--- src/logic/noc_defines.svh ---
`ifndef NOC_DEFINES_SVH
`define NOC_DEFINES_SVH

// number of virtual channels on one link.
`define NOC_VC_NUM 2

// bits needed to name a virtual channel.
`define NOC_VC_SIZE 1

// flits held by each VC FIFO.
`define NOC_BUFFER_SIZE 4

// width of one mesh coordinate.
`define NOC_COORD_W 2

// head flit payload bits left after the destination.
`define NOC_PAYLOAD_W 12

`endif

--- src/logic/noc_flit_pkg.sv ---
`default_nettype none
`include "noc_defines.svh"

package noc_flit_pkg;

    typedef enum logic [1:0] {HEAD, BODY, TAIL, HEADTAIL} flit_label_t;

    typedef logic [`NOC_VC_SIZE-1:0] vc_id_t;

    // destination sits in the top bits of a head flit.
    typedef struct packed {
        logic [`NOC_COORD_W-1:0]   x_dest;
        logic [`NOC_COORD_W-1:0]   y_dest;
        logic [`NOC_PAYLOAD_W-1:0] payload;
    } head_data_t;

    typedef union packed {
        head_data_t                                head_data;
        logic [2*`NOC_COORD_W+`NOC_PAYLOAD_W-1:0] raw;
    } flit_data_t;

    typedef struct packed {
        flit_label_t flit_label;
        flit_data_t  data;
    } flit_novc_t;

    typedef struct packed {
        flit_label_t flit_label;
        vc_id_t      vc_id;
        flit_data_t  data;
    } flit_t;

endpackage

`default_nettype wire

--- src/logic/noc_route_pkg.sv ---
`default_nettype none
`include "noc_defines.svh"

package noc_route_pkg;

    typedef logic [`NOC_COORD_W-1:0] coord_t;

    // output ports of a mesh router.
    typedef enum logic [2:0] {
        LOCAL,
        NORTH,
        SOUTH,
        EAST,
        WEST
    } port_t;

    // per-packet life of one virtual channel.
    typedef enum logic [1:0] {
        IDLE,
        VC_ALLOC,
        ACTIVE
    } vc_state_t;

endpackage

`default_nettype wire

--- src/logic/vc_buffer_if.sv ---
`timescale 1ns/1ps
`default_nettype none

interface vc_buffer_if;

    // driven by the input port control.
    logic                     write;
    logic                     read;
    noc_flit_pkg::flit_novc_t data;
    noc_route_pkg::port_t     out_port;

    // driven by the VC buffer.
    logic                     is_full;
    logic                     is_empty;
    logic                     on_off;
    logic                     vc_request;
    logic                     switch_request;
    noc_route_pkg::port_t     head_out_port;
    noc_flit_pkg::vc_id_t     downstream_vc;
    noc_flit_pkg::flit_novc_t flit;

    modport ctrl (
        output write, read, data, out_port,
        input  is_full, is_empty, on_off, vc_request, switch_request,
        input  head_out_port, downstream_vc, flit
    );

    modport buffer (
        input  write, read, data, out_port,
        output is_full, is_empty, on_off, vc_request, switch_request,
        output head_out_port, downstream_vc, flit
    );

endinterface

`default_nettype wire

--- src/logic/route_compute.sv ---
`timescale 1ns/1ps
`default_nettype none

module route_compute #(
    parameter int X_CURRENT = 1,
    parameter int Y_CURRENT = 1
)(
    input  wire noc_route_pkg::coord_t x_dest_i,
    input  wire noc_route_pkg::coord_t y_dest_i,
    output noc_route_pkg::port_t       out_port_o
);

    localparam noc_route_pkg::coord_t X_HERE = noc_route_pkg::coord_t'(X_CURRENT);
    localparam noc_route_pkg::coord_t Y_HERE = noc_route_pkg::coord_t'(Y_CURRENT);

    // x first, then y.
    always_comb
    begin
        if (x_dest_i > X_HERE)
            out_port_o = noc_route_pkg::EAST;
        else if (x_dest_i < X_HERE)
            out_port_o = noc_route_pkg::WEST;
        else if (y_dest_i > Y_HERE)
            out_port_o = noc_route_pkg::SOUTH;
        else if (y_dest_i < Y_HERE)
            out_port_o = noc_route_pkg::NORTH;
        else
            out_port_o = noc_route_pkg::LOCAL;
    end

endmodule

`default_nettype wire

--- src/logic/vc_buffer.sv ---
`timescale 1ns/1ps
`default_nettype none
`include "noc_defines.svh"

module vc_buffer (
    input  wire                       clk,
    input  wire                       reset_i,
    input  wire noc_flit_pkg::vc_id_t vc_new_i,
    input  wire                       vc_valid_i,
    vc_buffer_if.buffer               port,
    output logic                      error_o
);

    typedef logic [$clog2(`NOC_BUFFER_SIZE)-1:0]   ptr_t;
    typedef logic [$clog2(`NOC_BUFFER_SIZE+1)-1:0] count_t;

    // flit storage, with the route computed when each flit came in.
    noc_flit_pkg::flit_novc_t flit_mem [`NOC_BUFFER_SIZE];
    noc_route_pkg::port_t     port_mem [`NOC_BUFFER_SIZE];

    ptr_t   wr_ptr;
    ptr_t   rd_ptr;
    count_t count;

    noc_route_pkg::vc_state_t state;
    noc_route_pkg::vc_state_t state_next;
    noc_route_pkg::port_t     route_q;
    noc_flit_pkg::vc_id_t     downstream_vc_q;

    logic front_is_head;
    logic front_is_tail;
    logic push;
    logic pop;
    logic drop;

    function automatic ptr_t next_ptr(input ptr_t p);
        if (p == ptr_t'(`NOC_BUFFER_SIZE - 1))
            return '0;
        return p + 1'b1;
    endfunction

    assign front_is_head = (port.flit.flit_label == noc_flit_pkg::HEAD) ||
                           (port.flit.flit_label == noc_flit_pkg::HEADTAIL);
    assign front_is_tail = (port.flit.flit_label == noc_flit_pkg::TAIL) ||
                           (port.flit.flit_label == noc_flit_pkg::HEADTAIL);

    // a stray body or tail at the front of an idle VC is thrown away.
    assign drop = (state == noc_route_pkg::IDLE) && !port.is_empty && !front_is_head;
    assign push = port.write && !port.is_full;
    assign pop  = (port.read && !port.is_empty) || drop;

    always_ff @(posedge clk)
    begin
        if (push)
        begin
            flit_mem[wr_ptr] <= port.data;
            port_mem[wr_ptr] <= port.out_port;
        end
    end

    always_ff @(posedge clk)
    begin
        if (reset_i)
        begin
            wr_ptr <= '0;
            rd_ptr <= '0;
            count  <= '0;
        end
        else
        begin
            if (push)
                wr_ptr <= next_ptr(wr_ptr);
            if (pop)
                rd_ptr <= next_ptr(rd_ptr);
            case ({push, pop})
                2'b10:   count <= count + 1'b1;
                2'b01:   count <= count - 1'b1;
                default: count <= count;
            endcase
        end
    end

    always_comb
    begin
        state_next = state;
        case (state)
            noc_route_pkg::IDLE:
                if (!port.is_empty && front_is_head)
                    state_next = noc_route_pkg::VC_ALLOC;
            noc_route_pkg::VC_ALLOC:
                if (vc_valid_i)
                    state_next = noc_route_pkg::ACTIVE;
            noc_route_pkg::ACTIVE:
                if (port.read && !port.is_empty && front_is_tail)
                    state_next = noc_route_pkg::IDLE;
            default:
                state_next = noc_route_pkg::IDLE;
        endcase
    end

    always_ff @(posedge clk)
    begin
        if (reset_i)
        begin
            state   <= noc_route_pkg::IDLE;
            error_o <= 1'b0;
        end
        else
        begin
            state   <= state_next;
            error_o <= (port.write && port.is_full) || (port.read && port.is_empty) || drop;
        end
    end

    // route and downstream VC stay fixed for the whole packet.
    always_ff @(posedge clk)
    begin
        if (state == noc_route_pkg::IDLE && state_next == noc_route_pkg::VC_ALLOC)
            route_q <= port_mem[rd_ptr];
        if (state == noc_route_pkg::VC_ALLOC && vc_valid_i)
            downstream_vc_q <= vc_new_i;
    end

    assign port.is_full        = (count == count_t'(`NOC_BUFFER_SIZE));
    assign port.is_empty       = (count == '0);
    assign port.on_off         = (count < count_t'(`NOC_BUFFER_SIZE - 1));
    assign port.vc_request     = (state == noc_route_pkg::VC_ALLOC);
    assign port.switch_request = (state == noc_route_pkg::ACTIVE) && !port.is_empty;
    assign port.head_out_port  = route_q;
    assign port.downstream_vc  = downstream_vc_q;
    assign port.flit           = flit_mem[rd_ptr];

    // the switch arbiter must never pick a VC with nothing stored.
    a_no_read_empty: assert property (@(posedge clk) disable iff (reset_i)
        port.read |-> !port.is_empty);

    // the head waits in place until the allocator answers.
    a_alloc_not_empty: assert property (@(posedge clk) disable iff (reset_i)
        state == noc_route_pkg::VC_ALLOC |-> !port.is_empty);

endmodule

`default_nettype wire

--- src/logic/input_port.sv ---
`timescale 1ns/1ps
`default_nettype none
`include "noc_defines.svh"

module input_port #(
    parameter int X_CURRENT = 1,
    parameter int Y_CURRENT = 1
)(
    input  wire                                         clk,
    input  wire                                         reset_i,
    input  wire noc_flit_pkg::flit_t                    data_i,
    input  wire                                         valid_flit_i,
    input  wire noc_flit_pkg::vc_id_t [`NOC_VC_NUM-1:0] vc_new_i,
    input  wire [`NOC_VC_NUM-1:0]                       vc_valid_i,
    input  wire noc_flit_pkg::vc_id_t                   vc_sel_i,
    input  wire                                         valid_sel_i,
    output noc_flit_pkg::flit_t                         flit_o,
    output noc_route_pkg::port_t                        out_port_o,
    output logic [`NOC_VC_NUM-1:0]                      switch_request_o,
    output logic [`NOC_VC_NUM-1:0]                      vc_request_o,
    output logic [`NOC_VC_NUM-1:0]                      on_off_o,
    output logic [`NOC_VC_NUM-1:0]                      is_full_o,
    output logic [`NOC_VC_NUM-1:0]                      is_empty_o,
    output logic [`NOC_VC_NUM-1:0]                      error_o
);

    noc_flit_pkg::flit_novc_t data_novc;
    noc_route_pkg::port_t     route_in;

    // per-VC front of queue, gathered for the output mux.
    noc_flit_pkg::flit_novc_t vc_flit       [`NOC_VC_NUM];
    noc_route_pkg::port_t     vc_route      [`NOC_VC_NUM];
    noc_flit_pkg::vc_id_t     vc_downstream [`NOC_VC_NUM];

    assign data_novc = '{flit_label: data_i.flit_label, data: data_i.data};

    route_compute #(
        .X_CURRENT(X_CURRENT),
        .Y_CURRENT(Y_CURRENT)
    ) route_compute_i (
        .x_dest_i  (data_i.data.head_data.x_dest),
        .y_dest_i  (data_i.data.head_data.y_dest),
        .out_port_o(route_in)
    );

    for (genvar vc = 0; vc < `NOC_VC_NUM; vc++)
    begin : g_vc
        vc_buffer_if vc_if ();

        // write by the flit's own tag, read by the arbiter's pick.
        assign vc_if.write    = valid_flit_i && (data_i.vc_id == noc_flit_pkg::vc_id_t'(vc));
        assign vc_if.read     = valid_sel_i && (vc_sel_i == noc_flit_pkg::vc_id_t'(vc));
        assign vc_if.data     = data_novc;
        assign vc_if.out_port = route_in;

        vc_buffer vc_buffer_i (
            .clk       (clk),
            .reset_i   (reset_i),
            .vc_new_i  (vc_new_i[vc]),
            .vc_valid_i(vc_valid_i[vc]),
            .port      (vc_if.buffer),
            .error_o   (error_o[vc])
        );

        assign vc_flit[vc]          = vc_if.flit;
        assign vc_route[vc]         = vc_if.head_out_port;
        assign vc_downstream[vc]    = vc_if.downstream_vc;
        assign switch_request_o[vc] = vc_if.switch_request;
        assign vc_request_o[vc]     = vc_if.vc_request;
        assign on_off_o[vc]         = vc_if.on_off;
        assign is_full_o[vc]        = vc_if.is_full;
        assign is_empty_o[vc]       = vc_if.is_empty;
    end

    // the outgoing flit carries the downstream VC instead of the local one.
    always_comb
    begin
        flit_o.flit_label = vc_flit[vc_sel_i].flit_label;
        flit_o.vc_id      = vc_downstream[vc_sel_i];
        flit_o.data       = vc_flit[vc_sel_i].data;
        out_port_o        = vc_route[vc_sel_i];
    end

endmodule

`default_nettype wire

--- config.mk ---
export PLATFORM = sky130hd
export DESIGN_NAME = input_port
export DESIGN_NICKNAME = d
export VERILOG_FILES = /design/src/logic/noc_flit_pkg.sv /design/src/logic/noc_route_pkg.sv /design/src/logic/vc_buffer_if.sv /design/src/logic/route_compute.sv /design/src/logic/vc_buffer.sv /design/src/logic/input_port.sv
export VERILOG_INCLUDE_DIRS = /design/src /design/src/logic
export SDC_FILE = /design/constraint.sdc
export NUM_CORES = 1
export LEC_CHECK = 0
export BUFFER_PORTS_ARGS = -buffer_cell sky130_fd_sc_hd__buf_2
export CAP_MARGIN = 20
export CELL_PAD_IN_SITES_DETAIL_PLACEMENT = 0
export CELL_PAD_IN_SITES_GLOBAL_PLACEMENT = 1
export CORE_ASPECT_RATIO = 1.1
export CORE_MARGIN = 5
export CORE_UTILIZATION = 40
export CTS_CLUSTER_DIAMETER = 80
export DETAILED_ROUTE_END_ITERATION = 10
export GPL_TIMING_DRIVEN = 0
export PLACE_DENSITY_LB_ADDON = 0.15
export REMOVE_ABC_BUFFERS = 1
export SYNTH_ARGS = -nofsm -noshare
export SYNTH_HDL_FRONTEND = slang
export SYNTH_SLANG_ARGS = --single-unit
export TNS_END_PERCENT = 30
--- constraint.sdc ---
create_clock -name clk -period 3.6 [get_ports clk]
set_input_delay 0.54 -clock clk [delete_from_list [all_inputs] [get_ports clk]]
set_output_delay 0.54 -clock clk [all_outputs]
set_load 0.1 [all_outputs]
==> impl_summary.txt <==
----------------------------------------------------
[Floorplan]
  Core outline area ... roughly 0.020 mm^2
  Die area ... 0.02351 mm^2
  Initial cell density of the core ... 40.33%
  Width of the die ... between 100 and 150 um
  Number of cell rows ... 55
  I/O pins ... 62
  Die Ht ... 160.3 um

[Pwr]
  Leakage power ... roughly 0.0033 uW
  Internal power component ... 4470 uW
  Sequential Power Share ... 40.5%
  Power Total ... 7224 uW
  Clock network power share ... 25.1%
  Share of total power consumed by net switching ... 38.12%
  Total power per unit cell area ... between 700 and 800 mW/mm^2
  Psw ... 2754 uW
  Comb power frac ... 34.4%
  Maximum VDD drop ... 0.3783 mV

[Final layout]
  Share of post-route cells with drive strength above 1 ... a little over a quarter
  Number of antenna diodes ... 0
  Net count, final ... 541
  Final cell count without fillers ... 762
  Post-layout instance area ... approximately 0.0095 mm^2
  Area Growth Syn to Fin ... 15.50%

[Drt]
  Routed wire length ... 15660 um
  Final antenna-violating net count ... 0
  Total iterations of the first detailed-routing run ... 4
  Starting DRC count in detailed routing ... 218
  DRC ... 0
  Routed vias/inst ... 5.202
  Detail-routed net length per standard cell ... 20.55 um
  Number of vias after detailed routing ... 3964

[Min path]
  Class of the tightest hold or removal check ... in2reg
  Hold path depth ... 1
  Worst min-delay path startpoint ... vc_new_i[1]

[Clock tree]
  Number of buffers added for setup after CTS ... 0
  Count of hold-fix buffers inserted at cts ... 0
  Master cell of the clock root buffer ... clkbuf_16
  Clk pin slew, worst setup/hold paths ... 0.07 ns
  TritonCTS clock tree ... yes
  CTS buffer count ... 17
  Clock Latency Late Sink ... approximately 0.42 ns
  Resize count post-CTS ... 3
  Number of clock sinks ... 200
  CTS H-tree depth ... 4
  CTS Buffer Depth ... 2

[Synthesis]
  Mean cell area of the mapped netlist ... between 15 and 20 um^2
  Part of the Yosys area used for sequential elements ... 70.18%
  Number of unique standard cell types used by synthesis ... 42
  Number of flip-flops and latches in the synthesized netlist ... 200
  Number of warning messages in the yosys log ... 0
  Number of flops mapped to enable cells by yosys ... 176
  Number of instances in the synthesized netlist ... 430
  Prevailing post-synth register cell ... edfxtp_1
  Cell area after technology mapping ... 0.008215 mm^2
  Async set-or-reset flop fraction in the synthesized netlist ... 0%

[STA]
  Setup repair after global routing missed its margin ... no
  Slew @ Worst Pin ... between 0.7 and 0.8 ns
  Sum Neg Setup Slack ... 0 ns
  Achievable frequency ... 299.1 MHz
  Final Hold Violating Endpoints ... 0
  Minimum clock period ... 3.344 ns
  Slew HR ... 47.43%
  Final setup violating endpoints ... 0
  Final hold slack ... 0.2970 ns
  Max Clock Skew ... 0.008528 ns
  Slew Limit Fails ... 0
  Final Cycle Share ... 92.88%

[Critical path]
  Startpoint Class ... flop
  Critical path class ... reg2reg
  Required time at the endpoint of the critical path ... 3.95 ns
  Cells on worst reg2reg path ... 12
  Element type at the critical path end ... flop
  Arrival time worst endpoint ... 3.69 ns
  Critical Path Fanout Max ... 12

[Placement]
  Last weighted congestion value of the routability-driven placer ... around 0.70
  Estimated wirelength of the detail-placed design ... 10320 um
  Placed instance count ... roughly 730
  Port Buffers ... 61
  Area after DPL ... 0.008912 mm^2

[Global route]
  Initial antenna violation count ... 1
  Vias in the first global route ... 4099
  Pin count of the biggest net entering global routing ... 27
  Total global routing track utilization ... 13.78%
  First-pass GRT wire length ... 24250 um
  Congestion Overflow GR ... 0

[Outcome]
  Result of the run ... completed

[Job]
  Number of max-cap violations ... 0

----------------------------------------------------
cell families (layout without fill, tap and decap cells):
family / Yosys count / count (layout) / share of synthesized area [%]
AO/OA/AOI/OAI: 37 / 37 / 2.726
XOR/XNOR: 4 / 4 / 0.4264
adder cells (fa/ha/maj): 18 / 18 / 2.924
buffers and inverters: 46 / 122 / 3.274
flip-flops: 200 / 200 / 70.18
multiplexers: 65 / 65 / 16.30
AND/OR/NAND/NOR: 60 / 60 / 4.173
cell usage after synthesis (2+ instances only):
library cell    n  share of area, %
or3_1           5              0.38
fa_1            2              0.49
and2_1         11              0.84
xor2_1          4              0.43
mux4_2          6               1.6
buf_4          12               1.1
nand2_1         6              0.27
dfxtp_1        24               5.8
buf_2           3              0.18
edfxtp_1      176                64
nor2_1         12              0.55
a21o_1          2              0.18
clkbuf_1        6              0.27
o21ai_0         7              0.43
nand2b_1        4              0.30
ha_1           16               2.4
or4_1           2              0.18
mux2_2         22               3.0
inv_1          19              0.87
a21oi_1        15              0.91
o211ai_1        5              0.46
mux4_1         36                12
buf_12          2              0.49
nand3b_1        3              0.27
buf_6           2              0.27
a22oi_1         2              0.18
nor3_1          5              0.30
nor4b_1         2              0.21
nor2b_1         6              0.46
final cells by class:
class / count / area (um^2)
inverters: 20 / 75.07
clock buffers: 18 / 429.2
well taps: 256 / 320.3
fillers: 1758 / 10880
repair buffers: 72 / 570.5
clock inverters: 12 / 128.9
flip-flops and latches: 200 / 5776
multi-input cells: 184 / 2190
metal layers:
metal  part of all wire, %  vias up  global-route usage [%]
met5                 0.083        -                       0
met4                  0.83        2                   3.336
met3                   3.8       10                   3.612
met2                    50       74                   22.87
met1                    45     2038                   18.28
li1                      -     1840                       -
power groups by stage:
| stage | clock, uW | combinational (uW) | sequential (uW) |
|---|---|---|---|
| global route | 1950 | 2660 | 2960 |
| detailed placement | 0 | 2500 | 2980 |
| floorplan | 0 | 1900 | 3000 |
| finish | 1810 | 2490 | 2930 |
| global placement | 0 | 2340 | 3020 |
| CTS | 1850 | 2510 | 2930 |
layout by cell type (no fill, tap or decap), types with 3 or more instances in the layout:
cell         n
clkbuf_16   17
edfxtp_1   176
a21oi_1     15
buf_16       8
o211ai_1     5
ha_1        16
nor3_1       4
nand2b_1     4
mux2_2      22
and2_1      11
xor2_1       4
nand3b_1     3
buf_2       61
mux4_1      36
nor2_1      12
or3_1        5
clkinv_4     4
buf_8        3
dfxtp_1     20
inv_1       19
nand2_1      6
mux4_2       6
o21ai_0      7
nor2b_1      6
state kept, by name, summed over array words and instances, names as in the netlist, named ones only:
register,cells
g_vc.vc_buffer_i.port.head_out_port,6
g_vc.vc_buffer_i.port.downstream_vc,2
g_vc.vc_buffer_i.state,4
g_vc.vc_buffer_i.rd_ptr,4
g_vc.vc_buffer_i.wr_ptr,4
g_vc.vc_buffer_i.error_o,2
g_vc.vc_buffer_i.flit_mem,144
g_vc.vc_buffer_i.count,6
g_vc.vc_buffer_i.port_mem,24
stage by stage:
| step | worst slack, ns | utilization (%) |
|---|---|---|
| floorplan | -0.8668 | - |
| global placement | -0.5587 | 42.45 |
| detailed placement | -0.2293 | 43.75 |
| CTS | 0.008140 | 46.51 |
| global route | 0.01438 | 46.58 |
| finish | 0.2563 | 46.58 |
path summary, 6_finish.rpt:
path	to	slack [ns]
hold reg to reg	g_vc[0].vc_buffer_i.count[2]$_SDFFE_PP0P_	0.53
setup reg to reg	g_vc[0].vc_buffer_i.count[2]$_SDFFE_PP0P_	0.26
setup / recovery	g_vc[0].vc_buffer_i.count[2]$_SDFFE_PP0P_	0.26
hold / removal	g_vc[1].vc_buffer_i.port.downstream_vc$_DFFE_PP_	0.30
worst max-delay path, cell delays in order (launching register included):
cell     delay, ns
dfxtp_4       0.45
buf_16        0.19
mux4_1        0.62
ha_1          0.37
nor3_2        0.25
o21ai_2       0.13
inv_1         0.07
ha_1          0.17
inv_1         0.06
fa_1          0.37
xor2_1        0.16
or3_1         0.30
a21oi_1       0.15
Power figures use the tool's default switching activity.
